[config.mk]
export PLATFORM = sky130hd
export DESIGN_NAME = ifu_top
export DESIGN_NICKNAME = d
export VERILOG_FILES = /design/src/hdl/ifu_pkg.sv /design/src/hdl/ifu_top.sv /design/src/hdl/imem_fetch_ctrl.sv /design/src/hdl/instr_queue.sv /design/src/hdl/rdata_classify.sv
export VERILOG_INCLUDE_DIRS = /design/src /design/src/hdl
export SDC_FILE = /design/constraint.sdc
export NUM_CORES = 1
export LEC_CHECK = 0
export ABC_AREA = 1
export BUFFER_PORTS_ARGS = -buffer_cell sky130_fd_sc_hd__buf_2
export CAP_MARGIN = 0
export CORE_MARGIN = 2
export CORE_UTILIZATION = 55
export CTS_CLUSTER_SIZE = 14
export DETAILED_ROUTE_END_ITERATION = 8
export GPL_TIMING_DRIVEN = 0
export HOLD_SLACK_MARGIN = 0.08
export PLACE_DENSITY = 0.79
export SYNTH_ARGS = -nofsm -noshare
export SYNTH_HDL_FRONTEND = slang
export SYNTH_SLANG_ARGS = --single-unit
[constraint.sdc]
create_clock -name clk -period 11.2 [get_ports clk]
set_input_delay 0 -clock clk [delete_from_list [all_inputs] [get_ports clk]]
set_output_delay 0 -clock clk [all_outputs]
set_load 0.01 [all_outputs]
[src/hdl/ifu_cfg.svh]
//------------------------------
// Fetch unit configuration macros
// Address, data and counter widths, queue size
//------------------------------

`ifndef IFU_CFG_SVH
`define IFU_CFG_SVH

// Core and memory widths
`define IFU_XLEN            32
`define IFU_IMEM_AWIDTH     32
`define IFU_IMEM_DWIDTH     32

// Instruction queue depth, counted in halfwords
`define IFU_Q_SIZE_HALF     4

// Pending and discard counters, up to 7 transactions in flight
`define IFU_TXN_CNT_W       3

`endif

[src/hdl/ifu_pkg.sv]
//------------------------------
// Fetch unit shared types
// Memory response kind, fetched word union,
// queue write and decode-side output structs
//------------------------------

`include "ifu_cfg.svh"

package ifu_pkg;

    // Memory response kind
    typedef enum logic [1:0] {
        IMEM_RESP_IDLE   = 2'b00,
        IMEM_RESP_RDY_OK = 2'b01,
        IMEM_RESP_RDY_ER = 2'b10
    } imem_resp_e;

    // Queue write kind
    typedef enum logic [1:0] {
        Q_WE_NONE = 2'b00,                          // Nothing written
        Q_WE_HI   = 2'b01,                          // Upper halfword only
        Q_WE_FULL = 2'b10                           // Both halfwords
    } q_we_e;

    typedef struct packed {
        logic [`IFU_IMEM_DWIDTH/2-1:0] hi;
        logic [`IFU_IMEM_DWIDTH/2-1:0] lo;
    } half_pair_t;

    // One fetched word, seen whole or as two halfword slots
    typedef union packed {
        logic [`IFU_IMEM_DWIDTH-1:0] rvi;
        half_pair_t                  half;
    } rdata_word_u;

    typedef struct packed {
        q_we_e       kind;
        rdata_word_u word;
        logic        err;                           // Word came back with a fault
    } q_write_t;

    typedef struct packed {
        logic [`IFU_IMEM_DWIDTH-1:0] instr;
        logic                        imem_err;      // Access fault on this instruction
        logic                        err_rvi_hi;    // Fault only in upper half of RVI
    } idu_out_t;

endpackage

[src/hdl/ifu_top.sv]
//------------------------------
// Instruction fetch unit top level
//------------------------------

`include "ifu_cfg.svh"

module ifu_top
    import ifu_pkg::*;
(
    input  logic                        clk,
    input  logic                        rst_n,
    input  logic                        imem_req_ack,
    input  logic [`IFU_IMEM_DWIDTH-1:0] imem_rdata,
    input  imem_resp_e                  imem_resp,
    input  logic                        new_pc_req,
    input  logic [`IFU_XLEN-1:0]        new_pc,
    input  logic                        stop_fetch,
    input  logic                        idu_rdy,
    output logic                        imem_req,
    output logic [`IFU_IMEM_AWIDTH-1:0] imem_addr,
    output logic                        idu_vd,
    output idu_out_t                    idu_out,
    output logic                        ifu_busy
);

logic       resp_vd;                                // Response not being dropped
logic [1:0] q_free_words;
logic       q_flush;
q_write_t   q_wr;

assign q_flush = new_pc_req | stop_fetch;

// Input side
imem_fetch_ctrl fetch_ctrl_i (
    .clk          (clk),
    .rst_n        (rst_n),
    .new_pc_req   (new_pc_req),
    .new_pc       (new_pc),
    .stop_fetch   (stop_fetch),
    .imem_req_ack (imem_req_ack),
    .imem_resp    (imem_resp),
    .q_free_words (q_free_words),
    .imem_req     (imem_req),
    .imem_addr    (imem_addr),
    .resp_vd      (resp_vd),
    .ifu_busy     (ifu_busy)
);

// Processing
rdata_classify classify_i (
    .clk        (clk),
    .rst_n      (rst_n),
    .new_pc_req (new_pc_req),
    .new_pc_odd (new_pc[1]),
    .resp_vd    (resp_vd),
    .imem_resp  (imem_resp),
    .imem_rdata (imem_rdata),
    .q_wr       (q_wr)
);

// Output side
instr_queue queue_i (
    .clk          (clk),
    .rst_n        (rst_n),
    .flush        (q_flush),
    .q_wr         (q_wr),
    .idu_rdy      (idu_rdy),
    .q_free_words (q_free_words),
    .idu_vd       (idu_vd),
    .idu_out      (idu_out)
);

endmodule

[src/hdl/imem_fetch_ctrl.sv]
//------------------------------
// Fetch control FSM
// Request address, pending and discard counters
//------------------------------

`include "ifu_cfg.svh"

module imem_fetch_ctrl
    import ifu_pkg::*;
(
    input  logic                        clk,
    input  logic                        rst_n,
    input  logic                        new_pc_req,
    input  logic [`IFU_XLEN-1:0]        new_pc,
    input  logic                        stop_fetch,
    input  logic                        imem_req_ack,
    input  imem_resp_e                  imem_resp,
    input  logic [1:0]                  q_free_words,
    output logic                        imem_req,
    output logic [`IFU_IMEM_AWIDTH-1:0] imem_addr,
    output logic                        resp_vd,
    output logic                        ifu_busy
);

localparam int TXN_W = `IFU_TXN_CNT_W;

typedef enum logic {
    FSM_IDLE,
    FSM_FETCH
} fetch_fsm_e;

fetch_fsm_e             fsm;
logic [`IFU_XLEN-1:2]   addr_r;                     // Next word to request
logic [`IFU_XLEN-1:2]   fetch_word;
logic [TXN_W-1:0]       pend_cnt;                   // Accepted, not yet answered
logic [TXN_W-1:0]       disc_cnt;                   // Responses still to drop
logic [TXN_W-1:0]       disc_cnt_new;
logic [TXN_W-1:0]       vd_pend;
logic                   pend_full;
logic                   resp_ok;
logic                   resp_er;
logic                   resp_any;
logic                   discard;
logic                   req_acc;
logic                   fetch_go;

//------------------------------
// Response decode
//------------------------------
assign resp_ok  = (imem_resp == IMEM_RESP_RDY_OK);
assign resp_er  = (imem_resp == IMEM_RESP_RDY_ER);
assign resp_any = resp_ok | resp_er;
assign discard  = |disc_cnt;
assign resp_vd  = resp_any & ~discard;

//------------------------------
// Request side
//------------------------------
assign pend_full = &pend_cnt;
assign vd_pend   = pend_cnt - disc_cnt;             // Responses that will land in the queue
assign req_acc   = imem_req & imem_req_ack;

// Room for one more word once the valid in-flight words have landed
assign fetch_go  = (fsm == FSM_FETCH) & (TXN_W'(q_free_words) > vd_pend);
assign imem_req  = ~pend_full & ~stop_fetch & (new_pc_req | fetch_go);

assign fetch_word = new_pc_req ? new_pc[`IFU_XLEN-1:2] : addr_r;
assign imem_addr  = `IFU_IMEM_AWIDTH'({fetch_word, 2'b00});

always_ff @(posedge clk, negedge rst_n) begin
    if (~rst_n) begin
        addr_r <= '0;
    end else if (req_acc) begin
        addr_r <= fetch_word + 1'b1;                // Step past the accepted word
    end else if (new_pc_req) begin
        addr_r <= fetch_word;
    end
end

//------------------------------
// Transaction counters
//------------------------------
always_ff @(posedge clk, negedge rst_n) begin
    if (~rst_n) begin
        pend_cnt <= '0;
    end else begin
        case ({req_acc, resp_any})
            2'b10:   pend_cnt <= pend_cnt + 1'b1;
            2'b01:   pend_cnt <= pend_cnt - 1'b1;
            default: pend_cnt <= pend_cnt;          // None, or one in and one out
        endcase
    end
end

always_comb begin
    logic [TXN_W-1:0] base;
    logic             dec;

    base = disc_cnt;
    dec  = 1'b0;
    if (new_pc_req) begin
        base = pend_cnt;                            // Everything in flight is stale
        dec  = resp_any;
    end else if (resp_er & ~discard) begin
        base = pend_cnt;                            // Drop all after the fault
        dec  = ~req_acc;
    end else if (resp_any & discard) begin
        dec  = 1'b1;
    end
    disc_cnt_new = base - dec;
end

always_ff @(posedge clk, negedge rst_n) begin
    if (~rst_n) begin
        disc_cnt <= '0;
    end else begin
        disc_cnt <= disc_cnt_new;
    end
end

//------------------------------
// Fetch FSM
//------------------------------
always_ff @(posedge clk, negedge rst_n) begin
    if (~rst_n) begin
        fsm <= FSM_IDLE;
    end else begin
        case (fsm)
            FSM_IDLE: begin
                if (new_pc_req & ~stop_fetch) begin
                    fsm <= FSM_FETCH;
                end
            end
            FSM_FETCH: begin
                // A fault ends fetching unless a redirect arrives with it
                if (stop_fetch | (resp_er & ~discard & ~new_pc_req)) begin
                    fsm <= FSM_IDLE;
                end
            end
            default: fsm <= FSM_IDLE;
        endcase
    end
end

assign ifu_busy = (fsm == FSM_FETCH);

endmodule

[src/hdl/instr_queue.sv]
//------------------------------
// Halfword instruction queue
// Pointers, free words, decode-side output
//------------------------------

`include "ifu_cfg.svh"

module instr_queue
    import ifu_pkg::*;
(
    input  logic       clk,
    input  logic       rst_n,
    input  logic       flush,
    input  q_write_t   q_wr,
    input  logic       idu_rdy,
    output logic [1:0] q_free_words,
    output logic       idu_vd,
    output idu_out_t   idu_out
);

localparam int Q_ADR_W = $clog2(`IFU_Q_SIZE_HALF);
localparam int Q_PTR_W = Q_ADR_W + 1;               // Extra bit tells full from empty
localparam int HALF_W  = `IFU_IMEM_DWIDTH / 2;

typedef enum logic [1:0] {
    RD_NONE,
    RD_HALF,
    RD_WORD
} q_rd_e;

logic [HALF_W-1:0]  q_data [`IFU_Q_SIZE_HALF];
logic               q_err  [`IFU_Q_SIZE_HALF];
logic [Q_PTR_W-1:0] rptr;
logic [Q_PTR_W-1:0] wptr;
logic [Q_PTR_W-1:0] rptr_next;
logic [Q_PTR_W-1:0] wptr_next;
logic [Q_PTR_W-1:0] q_ocpd;                         // Occupied halfwords
logic [Q_PTR_W-1:0] q_free_h;
logic [HALF_W-1:0]  head_data;
logic [HALF_W-1:0]  next_data;
logic               head_err;
logic               next_err;
logic               head_rvi;
logic               head_full_rvi;
logic               q_empty;
logic               out_vd;
logic               fault_sent;                     // Hold output until flush
q_rd_e              q_rd;
rdata_word_u        out_word;

assign q_empty   = (rptr == wptr);
assign q_ocpd    = wptr - rptr;
assign head_data = q_data[Q_ADR_W'(rptr)];
assign next_data = q_data[Q_ADR_W'(rptr + 1'b1)];
assign head_err  = q_err[Q_ADR_W'(rptr)];
assign next_err  = q_err[Q_ADR_W'(rptr + 1'b1)];
assign head_rvi  = &head_data[1:0];
assign head_full_rvi = head_rvi & ~head_err;

//------------------------------
// Pointers and storage
//------------------------------
always_comb begin
    q_rd = RD_NONE;
    if (idu_vd & idu_rdy) begin
        q_rd = head_full_rvi ? RD_WORD : RD_HALF;
    end
end

assign wptr_next = wptr + ((q_wr.kind == Q_WE_FULL) ? Q_PTR_W'(2) :
                           (q_wr.kind == Q_WE_HI)   ? Q_PTR_W'(1) : Q_PTR_W'(0));
assign rptr_next = rptr + ((q_rd == RD_WORD) ? Q_PTR_W'(2) :
                           (q_rd == RD_HALF) ? Q_PTR_W'(1) : Q_PTR_W'(0));

assign q_free_h     = Q_PTR_W'(`IFU_Q_SIZE_HALF) - (wptr_next - rptr_next);
assign q_free_words = 2'(q_free_h >> 1);

always_ff @(posedge clk, negedge rst_n) begin
    if (~rst_n) begin
        rptr       <= '0;
        wptr       <= '0;
        fault_sent <= 1'b0;
    end else if (flush) begin
        rptr       <= '0;
        wptr       <= '0;
        fault_sent <= 1'b0;
    end else begin
        rptr <= rptr_next;
        wptr <= wptr_next;
        if (idu_vd & idu_rdy & idu_out.imem_err) begin
            fault_sent <= 1'b1;
        end
    end
end

always_ff @(posedge clk) begin
    if (~flush) begin
        case (q_wr.kind)
            Q_WE_HI: begin
                q_data[Q_ADR_W'(wptr)] <= q_wr.word.half.hi;
                q_err[Q_ADR_W'(wptr)]  <= q_wr.err;
            end
            Q_WE_FULL: begin
                q_data[Q_ADR_W'(wptr)]        <= q_wr.word.half.lo;
                q_err[Q_ADR_W'(wptr)]         <= q_wr.err;
                q_data[Q_ADR_W'(wptr + 1'b1)] <= q_wr.word.half.hi;
                q_err[Q_ADR_W'(wptr + 1'b1)]  <= q_wr.err;
            end
            default: begin
            end
        endcase
    end
end

//------------------------------
// Decode-side output
//------------------------------
always_comb begin
    out_vd             = 1'b0;
    idu_out.imem_err   = 1'b0;
    idu_out.err_rvi_hi = 1'b0;
    out_word.half.lo   = head_data;
    out_word.half.hi   = head_full_rvi ? next_data : '0;  // RVC and faulted heads zero-extend
    idu_out.instr      = out_word.rvi;
    if (~q_empty) begin
        if (q_ocpd == Q_PTR_W'(1)) begin
            out_vd           = ~head_rvi | head_err;      // Lone RVI half must wait
            idu_out.imem_err = head_err;
        end else begin
            out_vd             = 1'b1;
            idu_out.imem_err   = head_err | (head_rvi & next_err);
            idu_out.err_rvi_hi = ~head_err & head_rvi & next_err;
        end
    end
end

assign idu_vd = out_vd & ~fault_sent;

endmodule

[src/hdl/rdata_classify.sv]
//------------------------------
// Response word classifier
// Picks the queue write kind for each word
//------------------------------

module rdata_classify
    import ifu_pkg::*;
(
    input  logic        clk,
    input  logic        rst_n,
    input  logic        new_pc_req,
    input  logic        new_pc_odd,
    input  logic        resp_vd,
    input  imem_resp_e  imem_resp,
    input  rdata_word_u imem_rdata,
    output q_write_t    q_wr
);

logic resp_er;
logic odd_start;                                    // First word after odd redirect

assign resp_er = (imem_resp == IMEM_RESP_RDY_ER);

//------------------------------
// Odd-start tracking
//------------------------------
always_ff @(posedge clk, negedge rst_n) begin
    if (~rst_n) begin
        odd_start <= 1'b0;
    end else if (new_pc_req) begin
        odd_start <= new_pc_odd;
    end else if (resp_vd) begin
        odd_start <= 1'b0;
    end
end

//------------------------------
// Queue write
//------------------------------
always_comb begin
    q_wr.kind = Q_WE_NONE;
    q_wr.word = imem_rdata;
    q_wr.err  = resp_er;
    if (resp_vd) begin
        if (odd_start & ~resp_er) begin
            q_wr.kind = Q_WE_HI;                    // Low half lies before the target
        end else begin
            q_wr.kind = Q_WE_FULL;
        end
    end
end

endmodule

# After elaboration in Yosys (flattened, before gate mapping)
# Memories as Yosys holds them, arrays and structs flattened.
# Cells that the tools add are included.
# Widths: inputs -> output; s select.
[totals]
ff_bits = 45
ramBits = 68
in_bits = 72
out_inout_bits = 69
elab_cells = 114
mem_count = 2
[memory_table]
columns = ["name", "depth", "width", "rd", "rd_ports_with_merged_regs", "wr", "line", "text"]
rows = [
  ["queue_i.q_data", 4, 16, 2, 0, 2, "instr_queue.sv:31", "logic [HALF_W-1:0] q_data [`IFU_Q_SIZE_HALF];"],
  ["queue_i.q_err", 4, 1, 2, 0, 2, "instr_queue.sv:32", "logic q_err [`IFU_Q_SIZE_HALF];"],
]
[op_classes]
add_sub_neg = 12
magnitude_cmp = 1
eq_ne = 10
mux = 40
bitwise = 34
reduce_logical = 7
[ops]
columns = ["op", "n"]
rows = [
  ["$mux 30", 3],
  ["$mux 16", 2],
  ["$add 30x1->30 const B", 1],
  ["$mux 1", 22],
  ["$mux 3", 6],
  ["$and 1x1->1", 16],
  ["$mux 2", 5],
  ["$not 1->1", 10],
  ["$sub 3x3->3", 3],
  ["$eq 2x1->1 const B", 4],
  ["$eq 2x2->1 const B", 4],
  ["$or 1x1->1", 8],
  ["$reduce_bool 2->1", 4],
  ["$add 3x3->3", 2],
  ["$pmux 3 s2", 1],
  ["$add 2x1->2 const B", 2],
  ["$add 3x1->3 const B", 1],
  ["$eq 3x1->1 const B", 1],
  ["$eq 3x3->1", 1],
  ["$gt 2x3->1", 1],
  ["$reduce_and 3->1", 1],
  ["$reduce_or 3->1", 1],
  ["$sub 3x1->3", 1],
  ["$sub 3x1->3 const B", 1],
  ["other kinds (3)", 3],
]

# Depth between registers and ports, before layout
# An unclocked memory read counts as a cell.
[logic_depth]
word_depth = 24
ltp_mapped = 33
depth_no_buf = 32

# Hierarchy
# From an unflattened synthesis, not the netlist that was laid out.
[hier_totals]
hier_cells = 1122
hier_area_um2 = 8222.9
[modules_own_cells]
columns = ["mod", "instances", "cells_per_inst", "area_each_um2", "seq_area_each_um2"]
rows = [
  ["instr_queue", 1, 555, 4566.9, 2217.1],
  ["imem_fetch_ctrl", 1, 520, 3323.2, 925.9],
  ["rdata_classify", 1, 44, 321.6, 25.0],
  ["ifu_top", 1, 3, 11.3, 0.0],
]

# Worst setup path after synthesis
# Ideal clock, no wire load.
[synth_timing]
path_kind = "register to register"
startpoint = "register queue_i.rptr[1]"
endpoint = "register fetch_ctrl_i.pend_cnt[2]"
setup_time_ps = 124
arrival_ps = 5583
required_ps = 11076
path_slack_ps = 5493
stages_incl_launch_ff = 33
cell_sequence = "dfrtp_1 > inv_2 > clkbuf_1 > clkbuf_1 > ha_1 > nand4_1 > nand2_1 > nor2_1 > nand2_1 > nor2_1 > ha_1 > fa_1 > ha_1 > ha_1 > xnor2_1 > xor2_1 > xor2_1 > inv_1 > ha_1 > nand2_1 > nand2_1 > nor2_1 > nand2_1 > nand2_1 > nand2_1 > nor2_2 > inv_1 > buf_2 > ha_1 > fa_1 > a21oi_1 > o21ai_0 > xnor2_1"
[synth_via]
elab_chain_cells = 22
[synth_rtl]
columns = ["item", "line", "text"]
rows = [
  ["start, declared", "instr_queue.sv:33", "logic [Q_PTR_W-1:0] rptr;"],
  ["start signal, assigned", "instr_queue.sv:88", "rptr <= rptr_next;"],
  ["$mem_v2 4x16", "n/a", ""],
  ["$reduce_and 2->1", "instr_queue.sv:57", "assign head_rvi = &head_data[1:0];"],
  ["$not 1->1", "instr_queue.sv:127", "out_vd = ~head_rvi | head_err;"],
  ["$or 1x1->1", "instr_queue.sv:127", ""],
  ["$mux 1", "instr_queue.sv:126", "if (q_ocpd == Q_PTR_W'(1)) begin"],
  ["$mux 1 *", "instr_queue.sv:125", "if (~q_empty) begin"],
  ["$and 1x1->1 *", "instr_queue.sv:137", "assign idu_vd = out_vd & ~fault_sent;"],
  ["via idu_vd", "ifu_top.sv:21", "output logic idu_vd,"],
  ["[... 6 more ...]", "n/a", ""],
  ["$sub 3x3->3 * (2 in a row)", "instr_queue.sv:75", "assign q_free_h = Q_PTR_W'(`IFU_Q_SIZE_HALF) - (wptr_next - rptr_next);"],
  ["$gt 2x3->1 *", "imem_fetch_ctrl.sv:64", "assign fetch_go = (fsm == FSM_FETCH) & (TXN_W'(q_free_words) > vd_pend);"],
  ["$and 1x1->1 *", "imem_fetch_ctrl.sv:64", ""],
  ["$or 1x1->1 *", "imem_fetch_ctrl.sv:65", "assign imem_req = ~pend_full & ~stop_fetch & (new_pc_req | fetch_go);"],
  ["$and 1x1->1 *", "imem_fetch_ctrl.sv:65", ""],
  ["$and 1x1->1 *", "imem_fetch_ctrl.sv:61", "assign req_acc = imem_req & imem_req_ack;"],
  ["$eq 2x1->1 / $eq 2x2->1 (equally long branches)", "imem_fetch_ctrl.sv:87", "case ({req_acc, resp_any})"],
  ["$pmux 3 s2 / $reduce_bool 2->1 (equally long branches)", "n/a", ""],
  ["end signal, assigned", "imem_fetch_ctrl.sv:88", "2'b10: pend_cnt <= pend_cnt + 1'b1;"],
  ["end signal, assigned", "imem_fetch_ctrl.sv:89", "2'b01: pend_cnt <= pend_cnt - 1'b1;"],
  ["end signal, assigned", "imem_fetch_ctrl.sv:90", "default: pend_cnt <= pend_cnt;"],
  ["end, declared", "imem_fetch_ctrl.sv:35", "logic [TXN_W-1:0] pend_cnt;"],
]
# The timed path passes the listed nets; every way through them passes the cells marked *.
# A chain may end at the register's enable or synchronous reset.

# Worst setup path in the final report
[layout_timing]
startpoint = "register queue_i.rptr[1]"
endpoint = "register fetch_ctrl_i.pend_cnt[2]"
[layout_via]
elab_chain_cells = 22
[layout_rtl]
columns = ["item", "line", "text"]
rows = [
  ["$mem_v2 4x16", "n/a", ""],
  ["$reduce_and 2->1", "instr_queue.sv:57", ""],
  ["$not 1->1", "instr_queue.sv:127", ""],
  ["$or 1x1->1", "instr_queue.sv:127", ""],
  ["$mux 1", "instr_queue.sv:126", ""],
  ["$mux 1", "instr_queue.sv:125", ""],
  ["$and 1x1->1", "instr_queue.sv:137", ""],
  ["$and 1x1->1", "instr_queue.sv:65", "if (idu_vd & idu_rdy) begin"],
  ["[... 5 more ...]", "n/a", ""],
  ["$sub 3x3->3 * (2 in a row)", "instr_queue.sv:75", ""],
  ["$gt 2x3->1 *", "imem_fetch_ctrl.sv:64", ""],
  ["$and 1x1->1 *", "imem_fetch_ctrl.sv:64", ""],
  ["$or 1x1->1 *", "imem_fetch_ctrl.sv:65", ""],
  ["$and 1x1->1 *", "imem_fetch_ctrl.sv:65", ""],
  ["$and 1x1->1 *", "imem_fetch_ctrl.sv:61", ""],
  ["$eq 2x1->1 / $eq 2x2->1 (equally long branches)", "imem_fetch_ctrl.sv:87", ""],
  ["$pmux 3 s2 / $reduce_bool 2->1 (equally long branches)", "n/a", ""],
]
# Every way passes the cells marked *; elsewhere a longest branch is shown, timed or not.

==> out/metrics.json <==
{
  "status": "finished clean",
  "tritoncts": "built",
  "globalRouteOverflowTotal": 0,
  "grt_first_pass_wirelength_mm": 35.8,
  "worstSetupPathType": "flop to flop",
  "avgSynthCellArea_sq_um": 7.46,
  "routed-wl-met3_mm": 2.18,
  "clockRootBuffer": "sky130_fd_sc_hd__clkbuf_16",
  "postCtsSetupRepairBufs": 0,
  "maxSlewHeadroom": 0.285,
  "initial_utilization": 0.562,
  "avgRoutedWirePerCell_um": 15.7,
  "hold_slack_ps": 80.3,
  "postLayoutCoreUtil": 0.718,
  "wl_met1_mm": 8.78,
  "total_clock_buffers_created_by_cts": 17,
  "worstPathMaxFanout": 10,
  "rr_endpoint": "fetch_ctrl_i.pend_cnt[2]",
  "grt_setup_unrepaired": "false",
  "gpl.final_weighted_congestion": 0.916,
  "hold_violations": 0,
  "yosys_warnings": 0,
  "ys_async_sr_fraction": 0.398,
  "power.density_cell_area_nw_per_um2": 138,
  "clk_transition_reported_paths_ps": 50,
  "mappedNetlistArea_sq_um": 7770,
  "final_max_slew_viol_count": 0,
  "vdd_ir_drop_max_mv": 0.111,
  "power.total_uw": 1370,
  "detail-route-antenna-nets": 0,
  "cts_repair_resize_count": 0,
  "met2_wirelength_mm": 11.4,
  "crit_path_max_incr_delay_ps": 480,
  "post-dp-hpwl_mm": 16.5,
  "hold_path_startpoint": "imem_rdata[3]",
  "p_leak_uw": 0.00453,
  "dr.max_layer_used": "met4",
  "most_common_cell_type_on_the_critical_path": "sky130_fd_sc_hd__nand2_1",
  "clkSinkCount": 113,
  "io_pins": 141,
  "element_type_at_the_critical_path_end": "flop",
  "die_y_um": 123,
  "final_min_period_over_clock_period": 0.611,
  "grt.total_usage": 0.311,
  "floorplan.die_area_sq_um": 15100,
  "critPathLaunchType": "flop",
  "synth.top_cells.by_area": "sky130_fd_sc_hd__edfxtp_1 26%, sky130_fd_sc_hd__nand2_1 17%, sky130_fd_sc_hd__dfrtp_1 14%",
  "critPathArrivalTime_ps": 7150,
  "drive_gt1_frac": 0.221,
  "port-buffer-count": 137,
  "max_cap_violation_count": 0,
  "cts.hold.buffers_added": 65,
  "fp.dieW_um": 123,
  "synth.top_cell.area_share": 0.263,
  "first_global_vias": 7178,
  "route.final.wire_length_mm": 23.0,
  "finish.net_count": 1357,
  "remaining_drc_errors": 0,
  "final.setup.tns_ps": 0,
  "min_path_cells": 3,
  "cts-root-to-sink-buffers": 2,
  "timing.hold.worst_endpoint": "queue_i.q_data[1][3]",
  "crit_slowest_cell": "sky130_fd_sc_hd__dfrtp_1",
  "synthDistinctLibCells": 43,
  "timing.hold.worst.class": "input port to flop",
  "timing.critical_path.required_ps": 11500,
  "postSynthRegisterBits": 113,
  "route.detailed.vias_per_inst": 5.46,
  "grt_max_degree": 46,
  "vias": 7962,
  "timing.rr.start": "queue_i.rptr[1]",
  "ctsHtreeMaxLevel": 4,
  "rows": 43,
  "timing.final.setup_violations": 0,
  "drt-pass1-iter-count": 7,
  "core_area_sq_um": 13800,
  "fin_worst_skew_ps": 9.96,
  "reg2reg_depth": 32,
  "synth.yosys.seq_area_share": 0.408,
  "syn2layout_area_growth_pct": 27.7,
  "max_freq_mhz": 146,
  "drt_iter0_markers": 601,
  "yosys_most_used_dff": "sky130_fd_sc_hd__edfxtp_1",
  "synth-edff-count": 68,
  "worst_slew_pin_slew_ps": 1070,
  "timing.reg2reg.setup_slack_ps": 4350,
  "clkLatencyLatePin_ps": 420,
  "layout_min_cycle_time_ps": 6850,
  "grt_antenna_before_repair": 1,
  "synthesis.instances": 1042,
  "netlist.top_cell.by_area": "sky130_fd_sc_hd__edfxtp_1"
}
layout by cell type (no fill, tap or decap), types with 14 or more instances in the layout:
cell type	Yosys	final
sky130_fd_sc_hd__a21oi_1	41	39
sky130_fd_sc_hd__a22o_1	15	15
sky130_fd_sc_hd__a31oi_1	14	14
sky130_fd_sc_hd__buf_2	17	154
sky130_fd_sc_hd__clkbuf_1	17	17
sky130_fd_sc_hd__clkbuf_16	0	17
sky130_fd_sc_hd__dfrtp_1	45	45
sky130_fd_sc_hd__dlygate4sd3_1	0	65
sky130_fd_sc_hd__edfxtp_1	68	68
sky130_fd_sc_hd__ha_1	14	14
sky130_fd_sc_hd__inv_1	76	76
sky130_fd_sc_hd__nand2_1	346	346
sky130_fd_sc_hd__nand2_2	43	43
sky130_fd_sc_hd__nand3_1	24	24
sky130_fd_sc_hd__nor2_1	116	116
sky130_fd_sc_hd__nor2_2	16	16
sky130_fd_sc_hd__o21ai_0	77	77
sky130_fd_sc_hd__o22ai_1	15	15
sky130_fd_sc_hd__xor2_1	15	15
flip-flops by register name (all words and copies together), names as in the netlist:
register	count
queue_i.wptr	3
fetch_ctrl_i.pend_cnt	3
queue_i.fault_sent	1
classify_i.odd_start	1
queue_i.rptr	3
fetch_ctrl_i.ifu_busy	1
queue_i.q_data	64
fetch_ctrl_i.addr_r	30
queue_i.q_err	4
fetch_ctrl_i.disc_cnt	3
where the power goes:
| group | leakage (uW) | total (uW) | internal [uW] | switching (uW) |
|---|---|---|---|---|
| Clock | 0.000258 | 499 | 301 | 198 |
| Combinational | 0.00310 | 358 | 146 | 212 |
| Sequential | 0.00117 | 511 | 487 | 24.4 |
| Total | 0.00453 | 1370 | 934 | 434 |
worst max-delay path by stage:
| stage | start | end | slack [ps] | depth (start not counted) |
|---|---|---|---|---|
| 6_report | queue_i.rptr[1] | fetch_ctrl_i.pend_cnt[2] | 4350 | 32 |
| 5_1_grt | queue_i.rptr[1] | fetch_ctrl_i.pend_cnt[2] | 3910 | 32 |
| 4_1_cts | queue_i.rptr[1] | fetch_ctrl_i.pend_cnt[2] | 4470 | 32 |
| 3_5_place_dp | queue_i.rptr[1] | fetch_ctrl_i.pend_cnt[2] | 4540 | 32 |
| 3_3_place_gp | queue_i.rptr[1] | fetch_ctrl_i.pend_cnt[2] | 4640 | 32 |
| 2_1_floorplan | queue_i.rptr[1] | fetch_ctrl_i.pend_cnt[2] | 5490 | 32 |
layout make-up:
class	count	area (sq um)
antenna	1	2.50
clock buffer	17	425
buffer	48	270
sequential	113	3170
timing repair buffer	204	1370
fill	1036	3900
inverter	81	304
tap	180	225
clock inverter	14	119
multi-input combinational	801	4040
cell families (layout without fill, tap and decap cells):
kind of cell / Yosys count / count (layout) / share of synthesized area
other: 1 / 3 / 0.000482
xor gates and xnor gates: 21 / 21 / 0.0237
and+or+nand+nor: 576 / 576 / 0.321
AOI/OAI and AO/OA: 182 / 182 / 0.136
muxes: 1 / 1 / 0.00145
buffers and inverters: 129 / 364 / 0.0739
DFF: 113 / 113 / 0.408
adders and majority gates: 19 / 19 / 0.0354
per-layer routing:
metal / vias up / GRT usage
li1: 3856 / -
met1: 3599 / 0.387
met2: 453 / 0.533
met3: 54 / 0.0609
met4: 0 / 0.119
met5: - / 0
worst max-delay path, delay by kind of cell, from the launching register on:
family                   cells  cell delay [ps]
buffers and inverters        6             1430
AO/OA/AOI/OAI                2              270
flip-flops                   1              480
AND/OR/NAND/NOR             12             1470
adder cells (fa/ha/maj)      8             2410
XOR/XNOR                     4              680
per-stage QoR:
| step | instances | setup WS (ps) | area (sq um) |
|---|---|---|---|
| 3_5_place_dp | 1362 | 4540 | 8730 |
| 3_3_place_gp | 1360 | 4640 | 8690 |
| 4_1_cts | 1458 | 4470 | 9920 |
| 5_1_grt | 1459 | 3910 | 9920 |
| 6_report | 1459 | 4350 | 9920 |
| 2_1_floorplan | 1043 | 5490 | 7780 |
synthesized netlist by cell type, types with 2 or more instances:
cell type                  number
sky130_fd_sc_hd__a22oi_1        5
sky130_fd_sc_hd__xnor2_1        6
sky130_fd_sc_hd__nand2_1      346
sky130_fd_sc_hd__buf_6          4
sky130_fd_sc_hd__o21ai_1        9
sky130_fd_sc_hd__ha_1          14
sky130_fd_sc_hd__nor2_4         6
sky130_fd_sc_hd__nand2_4        6
sky130_fd_sc_hd__a22o_1        15
sky130_fd_sc_hd__a31oi_1       14
sky130_fd_sc_hd__nor2_2        16
sky130_fd_sc_hd__nand3_1       24
sky130_fd_sc_hd__inv_2          4
sky130_fd_sc_hd__o21ai_0       77
sky130_fd_sc_hd__o22ai_1       15
sky130_fd_sc_hd__nand4_1        3
sky130_fd_sc_hd__dfrtp_1       45
sky130_fd_sc_hd__clkbuf_2       3
sky130_fd_sc_hd__nor2_1       116
sky130_fd_sc_hd__xor2_1        15
sky130_fd_sc_hd__nand2_2       43
sky130_fd_sc_hd__inv_1         76
sky130_fd_sc_hd__o21ai_4        3
sky130_fd_sc_hd__buf_2         17
sky130_fd_sc_hd__a21oi_1       41
sky130_fd_sc_hd__buf_4          2
sky130_fd_sc_hd__edfxtp_1      68
sky130_fd_sc_hd__fa_1           5
sky130_fd_sc_hd__clkbuf_1      17
sky130_fd_sc_hd__buf_1          3
sky130_fd_sc_hd__nand3b_1      12
Note: power is estimated with default switching activity, not from simulation.
